===== src/hdl/rv32_mem_pkg.sv =====
package rv32_mem_pkg;

    // Access type, stores reuse LB/LH/LW as SB/SH/SW
    localparam logic [2:0] LOAD_LB   = 3'd0;
    localparam logic [2:0] LOAD_LH   = 3'd1;
    localparam logic [2:0] LOAD_LW   = 3'd2;
    localparam logic [2:0] LOAD_LBU  = 3'd3;
    localparam logic [2:0] LOAD_LHU  = 3'd4;
    localparam logic [2:0] LOAD_NONE = 3'd7;

    // Writeback source select
    localparam logic [2:0] W_SEL_DLOAD = 3'd0;
    localparam logic [2:0] W_SEL_PC    = 3'd1;
    localparam logic [2:0] W_SEL_IMM_U = 3'd2;
    localparam logic [2:0] W_SEL_ALU   = 3'd3;
    localparam logic [2:0] W_SEL_PRIV  = 3'd4;

    // Data RAM size in 32-bit words
    localparam int DMEM_WORDS = 256;

    // Word index width into the data RAM
    localparam int DMEM_IDX_W = $clog2(DMEM_WORDS);

endpackage


===== src/hdl/data_bus_if.sv =====
interface data_bus_if;

    // Request side
    logic        ren;
    logic        wen;
    logic [31:0] addr;
    logic [31:0] wdata;
    logic [3:0]  byte_en;

    // Response side
    logic [31:0] rdata;
    logic        busy;
    logic        error;

    modport cpu (
        output ren,
        output wen,
        output addr,
        output wdata,
        output byte_en,
        input  rdata,
        input  busy,
        input  error
    );

    modport mem (
        input  ren,
        input  wen,
        input  addr,
        input  wdata,
        input  byte_en,
        output rdata,
        output busy,
        output error
    );

endinterface


===== src/hdl/dmem_extender.sv =====
module dmem_extender (
    input  logic [31:0] dmem_in,
    input  logic [2:0]  load_type,
    input  logic [3:0]  byte_en,
    output logic [31:0] ext_out
);

    logic [7:0]  lane_byte;
    logic [15:0] lane_half;

    // Pull the enabled lane down to bit 0
    always_comb begin
        case (byte_en)
            4'b0010: lane_byte = dmem_in[15:8];
            4'b0100: lane_byte = dmem_in[23:16];
            4'b1000: lane_byte = dmem_in[31:24];
            default: lane_byte = dmem_in[7:0];
        endcase

        // Half-word enables are only 0011 or 1100
        if (byte_en[3]) begin
            lane_half = dmem_in[31:16];
        end else begin
            lane_half = dmem_in[15:0];
        end
    end

    always_comb begin
        case (load_type)
            rv32_mem_pkg::LOAD_LB: begin
                ext_out = {{24{lane_byte[7]}}, lane_byte};
            end
            rv32_mem_pkg::LOAD_LBU: begin
                ext_out = {24'h000000, lane_byte};
            end
            rv32_mem_pkg::LOAD_LH: begin
                ext_out = {{16{lane_half[15]}}, lane_half};
            end
            rv32_mem_pkg::LOAD_LHU: begin
                ext_out = {16'h0000, lane_half};
            end
            rv32_mem_pkg::LOAD_LW: begin
                ext_out = dmem_in;
            end
            default: ext_out = '0;
        endcase
    end

endmodule


===== src/hdl/fence_tracker.sv =====
module fence_tracker (
    input  logic CLK,
    input  logic nRST,
    input  logic req,
    input  logic done_a,
    input  logic done_b,
    output logic pulse,
    output logic stall
);

    logic req_reg;
    logic flag_a;
    logic flag_b;
    logic flag_a_next;
    logic flag_b_next;

    // Rising edge of the request level
    assign pulse = req & ~req_reg;

    // Sticky completion flags, a done input wins over the clearing pulse
    always_comb begin
        flag_a_next = flag_a;
        flag_b_next = flag_b;
        if (pulse) begin
            flag_a_next = 1'b0;
            flag_b_next = 1'b0;
        end
        if (done_a) begin
            flag_a_next = 1'b1;
        end
        if (done_b) begin
            flag_b_next = 1'b1;
        end
    end

    always_ff @(posedge CLK, negedge nRST) begin
        if (!nRST) begin
            req_reg <= 1'b0;
            flag_a  <= 1'b1;
            flag_b  <= 1'b1;
        end else begin
            req_reg <= req;
            flag_a  <= flag_a_next;
            flag_b  <= flag_b_next;
        end
    end

    // Hold the pipeline until both sides report done
    assign stall = req_reg & ~(flag_a & flag_b);

endmodule


===== src/hdl/mem_stage.sv =====
module mem_stage (
    input  logic        CLK,
    input  logic        nRST,
    input  logic        dren,
    input  logic        dwen,
    input  logic [2:0]  load_type,
    input  logic [31:0] port_out,
    input  logic [31:0] rs1_data,
    input  logic [31:0] rs2_data,
    input  logic [31:0] pc4,
    input  logic [31:0] imm_u,
    input  logic [2:0]  w_sel,
    input  logic        reg_write_in,
    input  logic [4:0]  rd_in,
    input  logic        ifence,
    input  logic        sfence,
    input  logic        suppress_data,
    input  logic [31:0] csr_rdata,
    input  logic        iflush_done,
    input  logic        dflush_done,
    input  logic        itlb_fence_done,
    input  logic        dtlb_fence_done,
    data_bus_if.cpu     dbus,
    output logic [31:0] reg_wdata,
    output logic        reg_write,
    output logic [4:0]  rd,
    output logic        mal_load,
    output logic        mal_store,
    output logic        fault_load,
    output logic        fault_store,
    output logic        mem_busy,
    output logic        cache_flush,
    output logic        tlb_fence,
    output logic        fence_stall,
    output logic [8:0]  fence_asid,
    output logic [31:0] fence_va
);

    logic [3:0]  byte_en;
    logic [31:0] dload_ext;
    logic        mal_addr;
    logic        cache_stall;
    logic        tlb_stall;

    // Alignment by access size
    always_comb begin
        case (load_type)
            rv32_mem_pkg::LOAD_LW: mal_addr = (port_out[1:0] != 2'b00);
            rv32_mem_pkg::LOAD_LH,
            rv32_mem_pkg::LOAD_LHU: mal_addr = port_out[0];
            default: mal_addr = 1'b0;
        endcase
    end

    // Lane enables from size and low address bits
    always_comb begin
        case (load_type)
            rv32_mem_pkg::LOAD_LB,
            rv32_mem_pkg::LOAD_LBU: byte_en = 4'b0001 << port_out[1:0];
            rv32_mem_pkg::LOAD_LH,
            rv32_mem_pkg::LOAD_LHU: begin
                case (port_out[1:0])
                    2'b00:   byte_en = 4'b0011;
                    2'b10:   byte_en = 4'b1100;
                    default: byte_en = 4'b0000;
                endcase
            end
            rv32_mem_pkg::LOAD_LW: byte_en = 4'b1111;
            default: byte_en = 4'b0000;
        endcase
    end

    // Store data copied into every lane, byte_en picks the right one
    always_comb begin
        case (load_type)
            rv32_mem_pkg::LOAD_LB: dbus.wdata = {4{rs2_data[7:0]}};
            rv32_mem_pkg::LOAD_LH: dbus.wdata = {2{rs2_data[15:0]}};
            rv32_mem_pkg::LOAD_LW: dbus.wdata = rs2_data;
            default: dbus.wdata = '0;
        endcase
    end

    // Misaligned or suppressed accesses never reach the bus
    assign dbus.ren     = dren & ~suppress_data & ~mal_addr;
    assign dbus.wen     = dwen & ~suppress_data & ~mal_addr;
    assign dbus.addr    = port_out;
    assign dbus.byte_en = byte_en;

    dmem_extender dmem_ext_i (
        .dmem_in   (dbus.rdata),
        .load_type (load_type),
        .byte_en   (byte_en),
        .ext_out   (dload_ext)
    );

    assign mal_load    = dren & mal_addr;
    assign mal_store   = dwen & mal_addr;
    assign fault_load  = dren & dbus.error;
    assign fault_store = dwen & dbus.error;
    assign mem_busy    = dbus.busy;

    // Writeback
    always_comb begin
        case (w_sel)
            rv32_mem_pkg::W_SEL_DLOAD: reg_wdata = dload_ext;
            rv32_mem_pkg::W_SEL_PC:    reg_wdata = pc4;
            rv32_mem_pkg::W_SEL_IMM_U: reg_wdata = imm_u;
            rv32_mem_pkg::W_SEL_ALU:   reg_wdata = port_out;
            rv32_mem_pkg::W_SEL_PRIV:  reg_wdata = csr_rdata;
            default: reg_wdata = '0;
        endcase
    end

    assign reg_write = reg_write_in & ~suppress_data;
    assign rd        = rd_in;

    // Cache flush on fence.i
    fence_tracker cache_fence_i (
        .CLK    (CLK),
        .nRST   (nRST),
        .req    (ifence),
        .done_a (iflush_done),
        .done_b (dflush_done),
        .pulse  (cache_flush),
        .stall  (cache_stall)
    );

    // TLB shootdown on sfence.vma
    fence_tracker tlb_fence_i (
        .CLK    (CLK),
        .nRST   (nRST),
        .req    (sfence),
        .done_a (itlb_fence_done),
        .done_b (dtlb_fence_done),
        .pulse  (tlb_fence),
        .stall  (tlb_stall)
    );

    assign fence_stall = cache_stall | tlb_stall;
    assign fence_asid  = rs2_data[8:0];
    assign fence_va    = rs1_data;

endmodule


===== src/flat_wrapper.sv =====
// flat-port wrapper written by rule: the top's interface ports become plain ports
module mem_stage_flat 
  (CLK, nRST, dren, dwen, load_type, port_out, rs1_data, rs2_data, pc4, imm_u, w_sel, reg_write_in, rd_in, ifence, sfence, suppress_data, csr_rdata, iflush_done, dflush_done, itlb_fence_done, dtlb_fence_done, reg_wdata, reg_write, rd, mal_load, mal_store, fault_load, fault_store, mem_busy, cache_flush, tlb_fence, fence_stall, fence_asid, fence_va, dbus_ren, dbus_wen, dbus_addr, dbus_wdata, dbus_byte_en, dbus_rdata, dbus_busy, dbus_error);
  data_bus_if dbus_i ();
  input  logic CLK;
  input  logic nRST;
  input  logic dren;
  input  logic dwen;
  input  logic [2:0] load_type;
  input  logic [31:0] port_out;
  input  logic [31:0] rs1_data;
  input  logic [31:0] rs2_data;
  input  logic [31:0] pc4;
  input  logic [31:0] imm_u;
  input  logic [2:0] w_sel;
  input  logic reg_write_in;
  input  logic [4:0] rd_in;
  input  logic ifence;
  input  logic sfence;
  input  logic suppress_data;
  input  logic [31:0] csr_rdata;
  input  logic iflush_done;
  input  logic dflush_done;
  input  logic itlb_fence_done;
  input  logic dtlb_fence_done;
  output logic [31:0] reg_wdata;
  output logic reg_write;
  output logic [4:0] rd;
  output logic mal_load;
  output logic mal_store;
  output logic fault_load;
  output logic fault_store;
  output logic mem_busy;
  output logic cache_flush;
  output logic tlb_fence;
  output logic fence_stall;
  output logic [8:0] fence_asid;
  output logic [31:0] fence_va;
  output wire logic [$bits(dbus_i.ren)-1:0] dbus_ren;
  output wire logic [$bits(dbus_i.wen)-1:0] dbus_wen;
  output wire logic [$bits(dbus_i.addr)-1:0] dbus_addr;
  output wire logic [$bits(dbus_i.wdata)-1:0] dbus_wdata;
  output wire logic [$bits(dbus_i.byte_en)-1:0] dbus_byte_en;
  input wire logic [$bits(dbus_i.rdata)-1:0] dbus_rdata;
  input wire logic [$bits(dbus_i.busy)-1:0] dbus_busy;
  input wire logic [$bits(dbus_i.error)-1:0] dbus_error;
  assign dbus_ren = dbus_i.ren;
  assign dbus_wen = dbus_i.wen;
  assign dbus_addr = dbus_i.addr;
  assign dbus_wdata = dbus_i.wdata;
  assign dbus_byte_en = dbus_i.byte_en;
  assign dbus_i.rdata = dbus_rdata;
  assign dbus_i.busy = dbus_busy;
  assign dbus_i.error = dbus_error;
  mem_stage u_core (.CLK(CLK), .nRST(nRST), .dren(dren), .dwen(dwen), .load_type(load_type), .port_out(port_out), .rs1_data(rs1_data), .rs2_data(rs2_data), .pc4(pc4), .imm_u(imm_u), .w_sel(w_sel), .reg_write_in(reg_write_in), .rd_in(rd_in), .ifence(ifence), .sfence(sfence), .suppress_data(suppress_data), .csr_rdata(csr_rdata), .iflush_done(iflush_done), .dflush_done(dflush_done), .itlb_fence_done(itlb_fence_done), .dtlb_fence_done(dtlb_fence_done), .dbus(dbus_i), .reg_wdata(reg_wdata), .reg_write(reg_write), .rd(rd), .mal_load(mal_load), .mal_store(mal_store), .fault_load(fault_load), .fault_store(fault_store), .mem_busy(mem_busy), .cache_flush(cache_flush), .tlb_fence(tlb_fence), .fence_stall(fence_stall), .fence_asid(fence_asid), .fence_va(fence_va));
endmodule

===== config.mk =====
export PLATFORM = sky130hd
export DESIGN_NAME = mem_stage_flat
export DESIGN_NICKNAME = d
export VERILOG_FILES = /design/src/hdl/rv32_mem_pkg.sv /design/src/hdl/data_bus_if.sv /design/src/hdl/dmem_extender.sv /design/src/hdl/fence_tracker.sv /design/src/hdl/mem_stage.sv /design/src/flat_wrapper.sv
export SDC_FILE = /design/constraint.sdc
export NUM_CORES = 1
export LEC_CHECK = 0
export ABC_AREA = 1
export BUFFER_PORTS_ARGS = -buffer_cell sky130_fd_sc_hd__buf_2
export CORE_AREA = 8 8 153 155
export CTS_CLUSTER_DIAMETER = 100
export DETAILED_ROUTE_END_ITERATION = 16
export DIE_AREA = 0 0 161 163
export PLACE_DENSITY = 0.46
export SLEW_MARGIN = 20
export SYNTH_ARGS = -nofsm -noshare
export SYNTH_HDL_FRONTEND = slang
export SYNTH_SLANG_ARGS = --single-unit
export TNS_END_PERCENT = 1

===== constraint.sdc =====
create_clock -name CLK -period 1.5 [get_ports CLK]
set_input_delay 0.075 -clock CLK [delete_from_list [all_inputs] [get_ports CLK]]
set_output_delay 0.075 -clock CLK [all_outputs]
set_load 0.01 [all_outputs]

==> reports/metrics.csv <==
stage;metric;value;unit
worst_setup_path;Crit. path cell count;13;
worst_setup_path;startpoint types;input pin;
worst_setup_path;FF-to-FF path depth;2;
worst_setup_path;Crit-path slowest cell;clkbuf_16;
worst_setup_path;required time of the critical path;1.42;ns
yosys;number of synthesized flops with an enable pin;0;
sta;RSZ-0062 raised after global routing;true;
floorplanning;initial core utilization;15.6;%
finish;Finished Cell Area;5640;µm²
sta;fin crit share;105;%
clock_tree;clk sinks;6;
clock_tree;CTS tree;yes;
placement;DP HPWL;18.2;mm
yosys;Mean Syn Cell Area;5.27;µm²
sta;worst setup margin;-0.0690;ns
yosys;largest area contributor in the netlist;buf_4;
sta;fin. max-slew vios;0;
finish;layout cell share with drive strength beyond 1;52.0;%
sta;Rel. slew slack;73.7;%
grt;GRT Overall Usage;14.6;%
detailed_routing;DR vias;5040;
yosys;ys flop type;dfstp_2;
grt;vias in the first global route;5184;
min_path;worst hold path class;in2reg;
power_and_ir_drop;Leakage;3.46;nW
sta;Max Fclk;637;MHz
yosys;ys async rst share;100;%
detailed_routing;DRT antenna net count;0;
grt;number of antenna violations at the first check in global routing;0;
clock_tree;clock latency on the worst-skew pair;0.23;ns
floorplanning;die area;26200;µm²
clock_tree;number of CTS-inserted buffers;3;
worst_setup_path;reg2reg setup slack;0.74;ns
floorplanning;core area;20800;µm²
sta;Hold Fails Final Rpt;0;
worst_setup_path;critical path arrival;1.49;ns
placement;gp weighted congestion;0.780;
floorplanning;Die Height;163;µm
floorplanning;Ports;406;
placement;Port Buffers;329;
worst_setup_path;Critical R2R Capture;u_core.cache_fence_i.flag_b$_DFFE_PN1P_;
floorplanning;Die X;161;µm
sta;Min Hold Slack;0.0488;ns
worst_setup_path;Crit path max-delay family;simple AND/OR/NAND/NOR gates;
yosys;synth unique cells;27;
detailed_routing;drt pass-1 iters;5;
finish;Antenna Cells;0;
finish;Nets;1154;
yosys;post-synthesis cell area;3240;µm²
worst_setup_path;CP Capture Point;reg_wdata[21];
finish;Final Core Density;27.1;%
power_and_ir_drop;PD cells;384;nW/µm²
worst_setup_path;Critical Path Max Stage Delay;0.20;ns
worst_setup_path;element type at the critical path end;primary output;
sta;Max Clock Skew;0.0000758;ns
worst_setup_path;CP startpoint;load_type[1];
clock_tree;clock transition at the registers of the reported paths;0.03;ns
worst_setup_path;Buf+Inv Stages, Crit Path;4;
sta;final setup fails;23;
yosys;ranking of synthesized cells by area;buf_4 (19%), nand2_1 (18%), nand3_1 (13%);
yosys;number of synthesized register bits;6;
detailed_routing;DRC viols;0;
worst_setup_path;kind of critical path;in2out;
yosys;post-synth net total;864;
worst_setup_path;CP cell instances;buf_12, nor2_4, buf_6, nand2_4, nand2_4, nand2_4, nand4_1, nand3_4, clkbuf_16, nand3_1, nand2_1, nand2_1, buf_6;
worst_setup_path;Reg-to-Reg Start;u_core.cache_fence_i.flag_b$_DFFE_PN1P_;
yosys;yosys warns;0;
yosys;Yosys top cell area share;18.5;%
yosys;gate count of the mapped netlist;615;
grt;pin count of the biggest net entering global routing;33;
outcome;status;finished, violations left;
detailed_routing;drt via density;4.28;
worst_setup_path;crit-path max FO;8;
power_and_ir_drop;worst vdd ir;0.554;mV
clock_tree;H-tree levels;1;
detailed_routing;DRT iter0 DRCs;205;
sta;Worst Tran Pin Value;0.395;ns
grt;first-pass GRT wire length;30.4;mm
detailed_routing;final wirelength;21.1;mm
clock_tree;Max clock buf depth;2;
worst_setup_path;Critical Path Most Common Cell;nand2_4;
floorplanning;# rows;53;
yosys;register area share after synthesis;4.78;%
detailed_routing;WL/cell;17.9;µm
clock_tree;Root Buffer;clkbuf_16;
outcome;failing checks;setup timing;
finish;Layout area overhead;73.9;%
grt;GR Overflow Total;0;
placement;Post-DP Area;5030;µm²
run;max-cap violations;0;
yosys;Synth top cells by count;nand2_1 (159), inv_1 (92), nand3_1 (85);
yosys;count leader, synth;nand2_1;
finish;# fillers;2442;
sta;final worst path period need;1.57;ns
## cells by family (layout without fill, tap and decap cells)
family / count (synthesis) / count (layout) / synth area share [%]
and+or+nand+nor: 299 / 299 / 40.2
buffers and inverters: 205 / 493 / 33.8
AOI/OAI and AO/OA: 105 / 105 / 21.2
DFF: 6 / 6 / 4.78
## per-layer routing
layer	global-route usage (%)	part of all wire [%]	vias up
met5	0	0	-
met4	2.10	1.2	0
met3	2.83	5.6	24
met2	26.2	50	210
met1	18.1	43	2289
li1	-	-	2517
## worst min-delay path by stage
stage	startpoint	to	cells past startpoint
finish	dflush_done	u_core.cache_fence_i.flag_b$_DFFE_PN1P_	2
global placement	nRST	u_core.cache_fence_i.req_reg$_DFF_PN0_	1
floorplan	nRST	u_core.cache_fence_i.req_reg$_DFF_PN0_	0
CTS	dflush_done	u_core.cache_fence_i.flag_b$_DFFE_PN1P_	2
global route	dflush_done	u_core.cache_fence_i.flag_b$_DFFE_PN1P_	2
detailed placement	nRST	u_core.cache_fence_i.req_reg$_DFF_PN0_	1
## where the power goes
part | internal [mW] | total (mW) | switching (mW)
Clock | 0.342 | 0.427 | 0.0853
Combinational | 0.724 | 1.56 | 0.835
Sequential | 0.178 | 0.181 | 0.00303
## per-stage QoR
| stage | total power [mW] | setup TNS [ns] | instances | setup slack, ns |
|---|---|---|---|---|
| global route | 2.34 | -4.26 | 1178 | -0.172 |
| CTS | 2.11 | -0.477 | 1176 | -0.0520 |
| detailed placement | 1.61 | -3.16 | 1164 | -0.155 |
| finish | 2.17 | -0.735 | 1178 | -0.0690 |
| global placement | 1.61 | -2.61 | 1164 | -0.125 |
| floorplan | 0.941 | 0 | 615 | 0.238 |
## placed cells by master (no fill, tap or decap), types with 3 or more instances in the layout
cell type	netlist	routed
a21oi_1	5	3
buf_2	3	315
buf_8	0	3
dlygate4sd3_1	0	3
o21ai_0	53	52
o22ai_1	7	7
nand3_2	4	23
buf_4	80	45
nor3_1	5	5
o21bai_1	5	5
inv_1	92	89
a221oi_1	32	31
inv_2	3	5
dfstp_2	4	4
nor2_1	33	27
nand2_2	3	15
nand2_1	159	141
nor2_2	3	7
buf_6	3	16
nand3_4	0	6
nand2_4	1	7
nand4_1	5	5
nand3_1	85	60
clkbuf_16	0	4
buf_12	0	11
## cell type report
type,count,area (µm²),area share (%)
repair buffers,394,2410,42.8
clock buffers,3,75.1,1.33
well taps,275,344,6.10
flip-flops and latches,6,155,2.75
inverters,96,363,6.43
multi-input cells,404,2290,40.6
## timing repair
action	CTS	global route
hold buffers	3	0
cloned	1	1
hold endpoints to repair	8	0
pin swaps	4	19
gates resized for setup	32	70
buffers inserted	5	2
endpoints found under the setup margin	33	38
No activity file was read; power rests on OpenSTA's default activity.
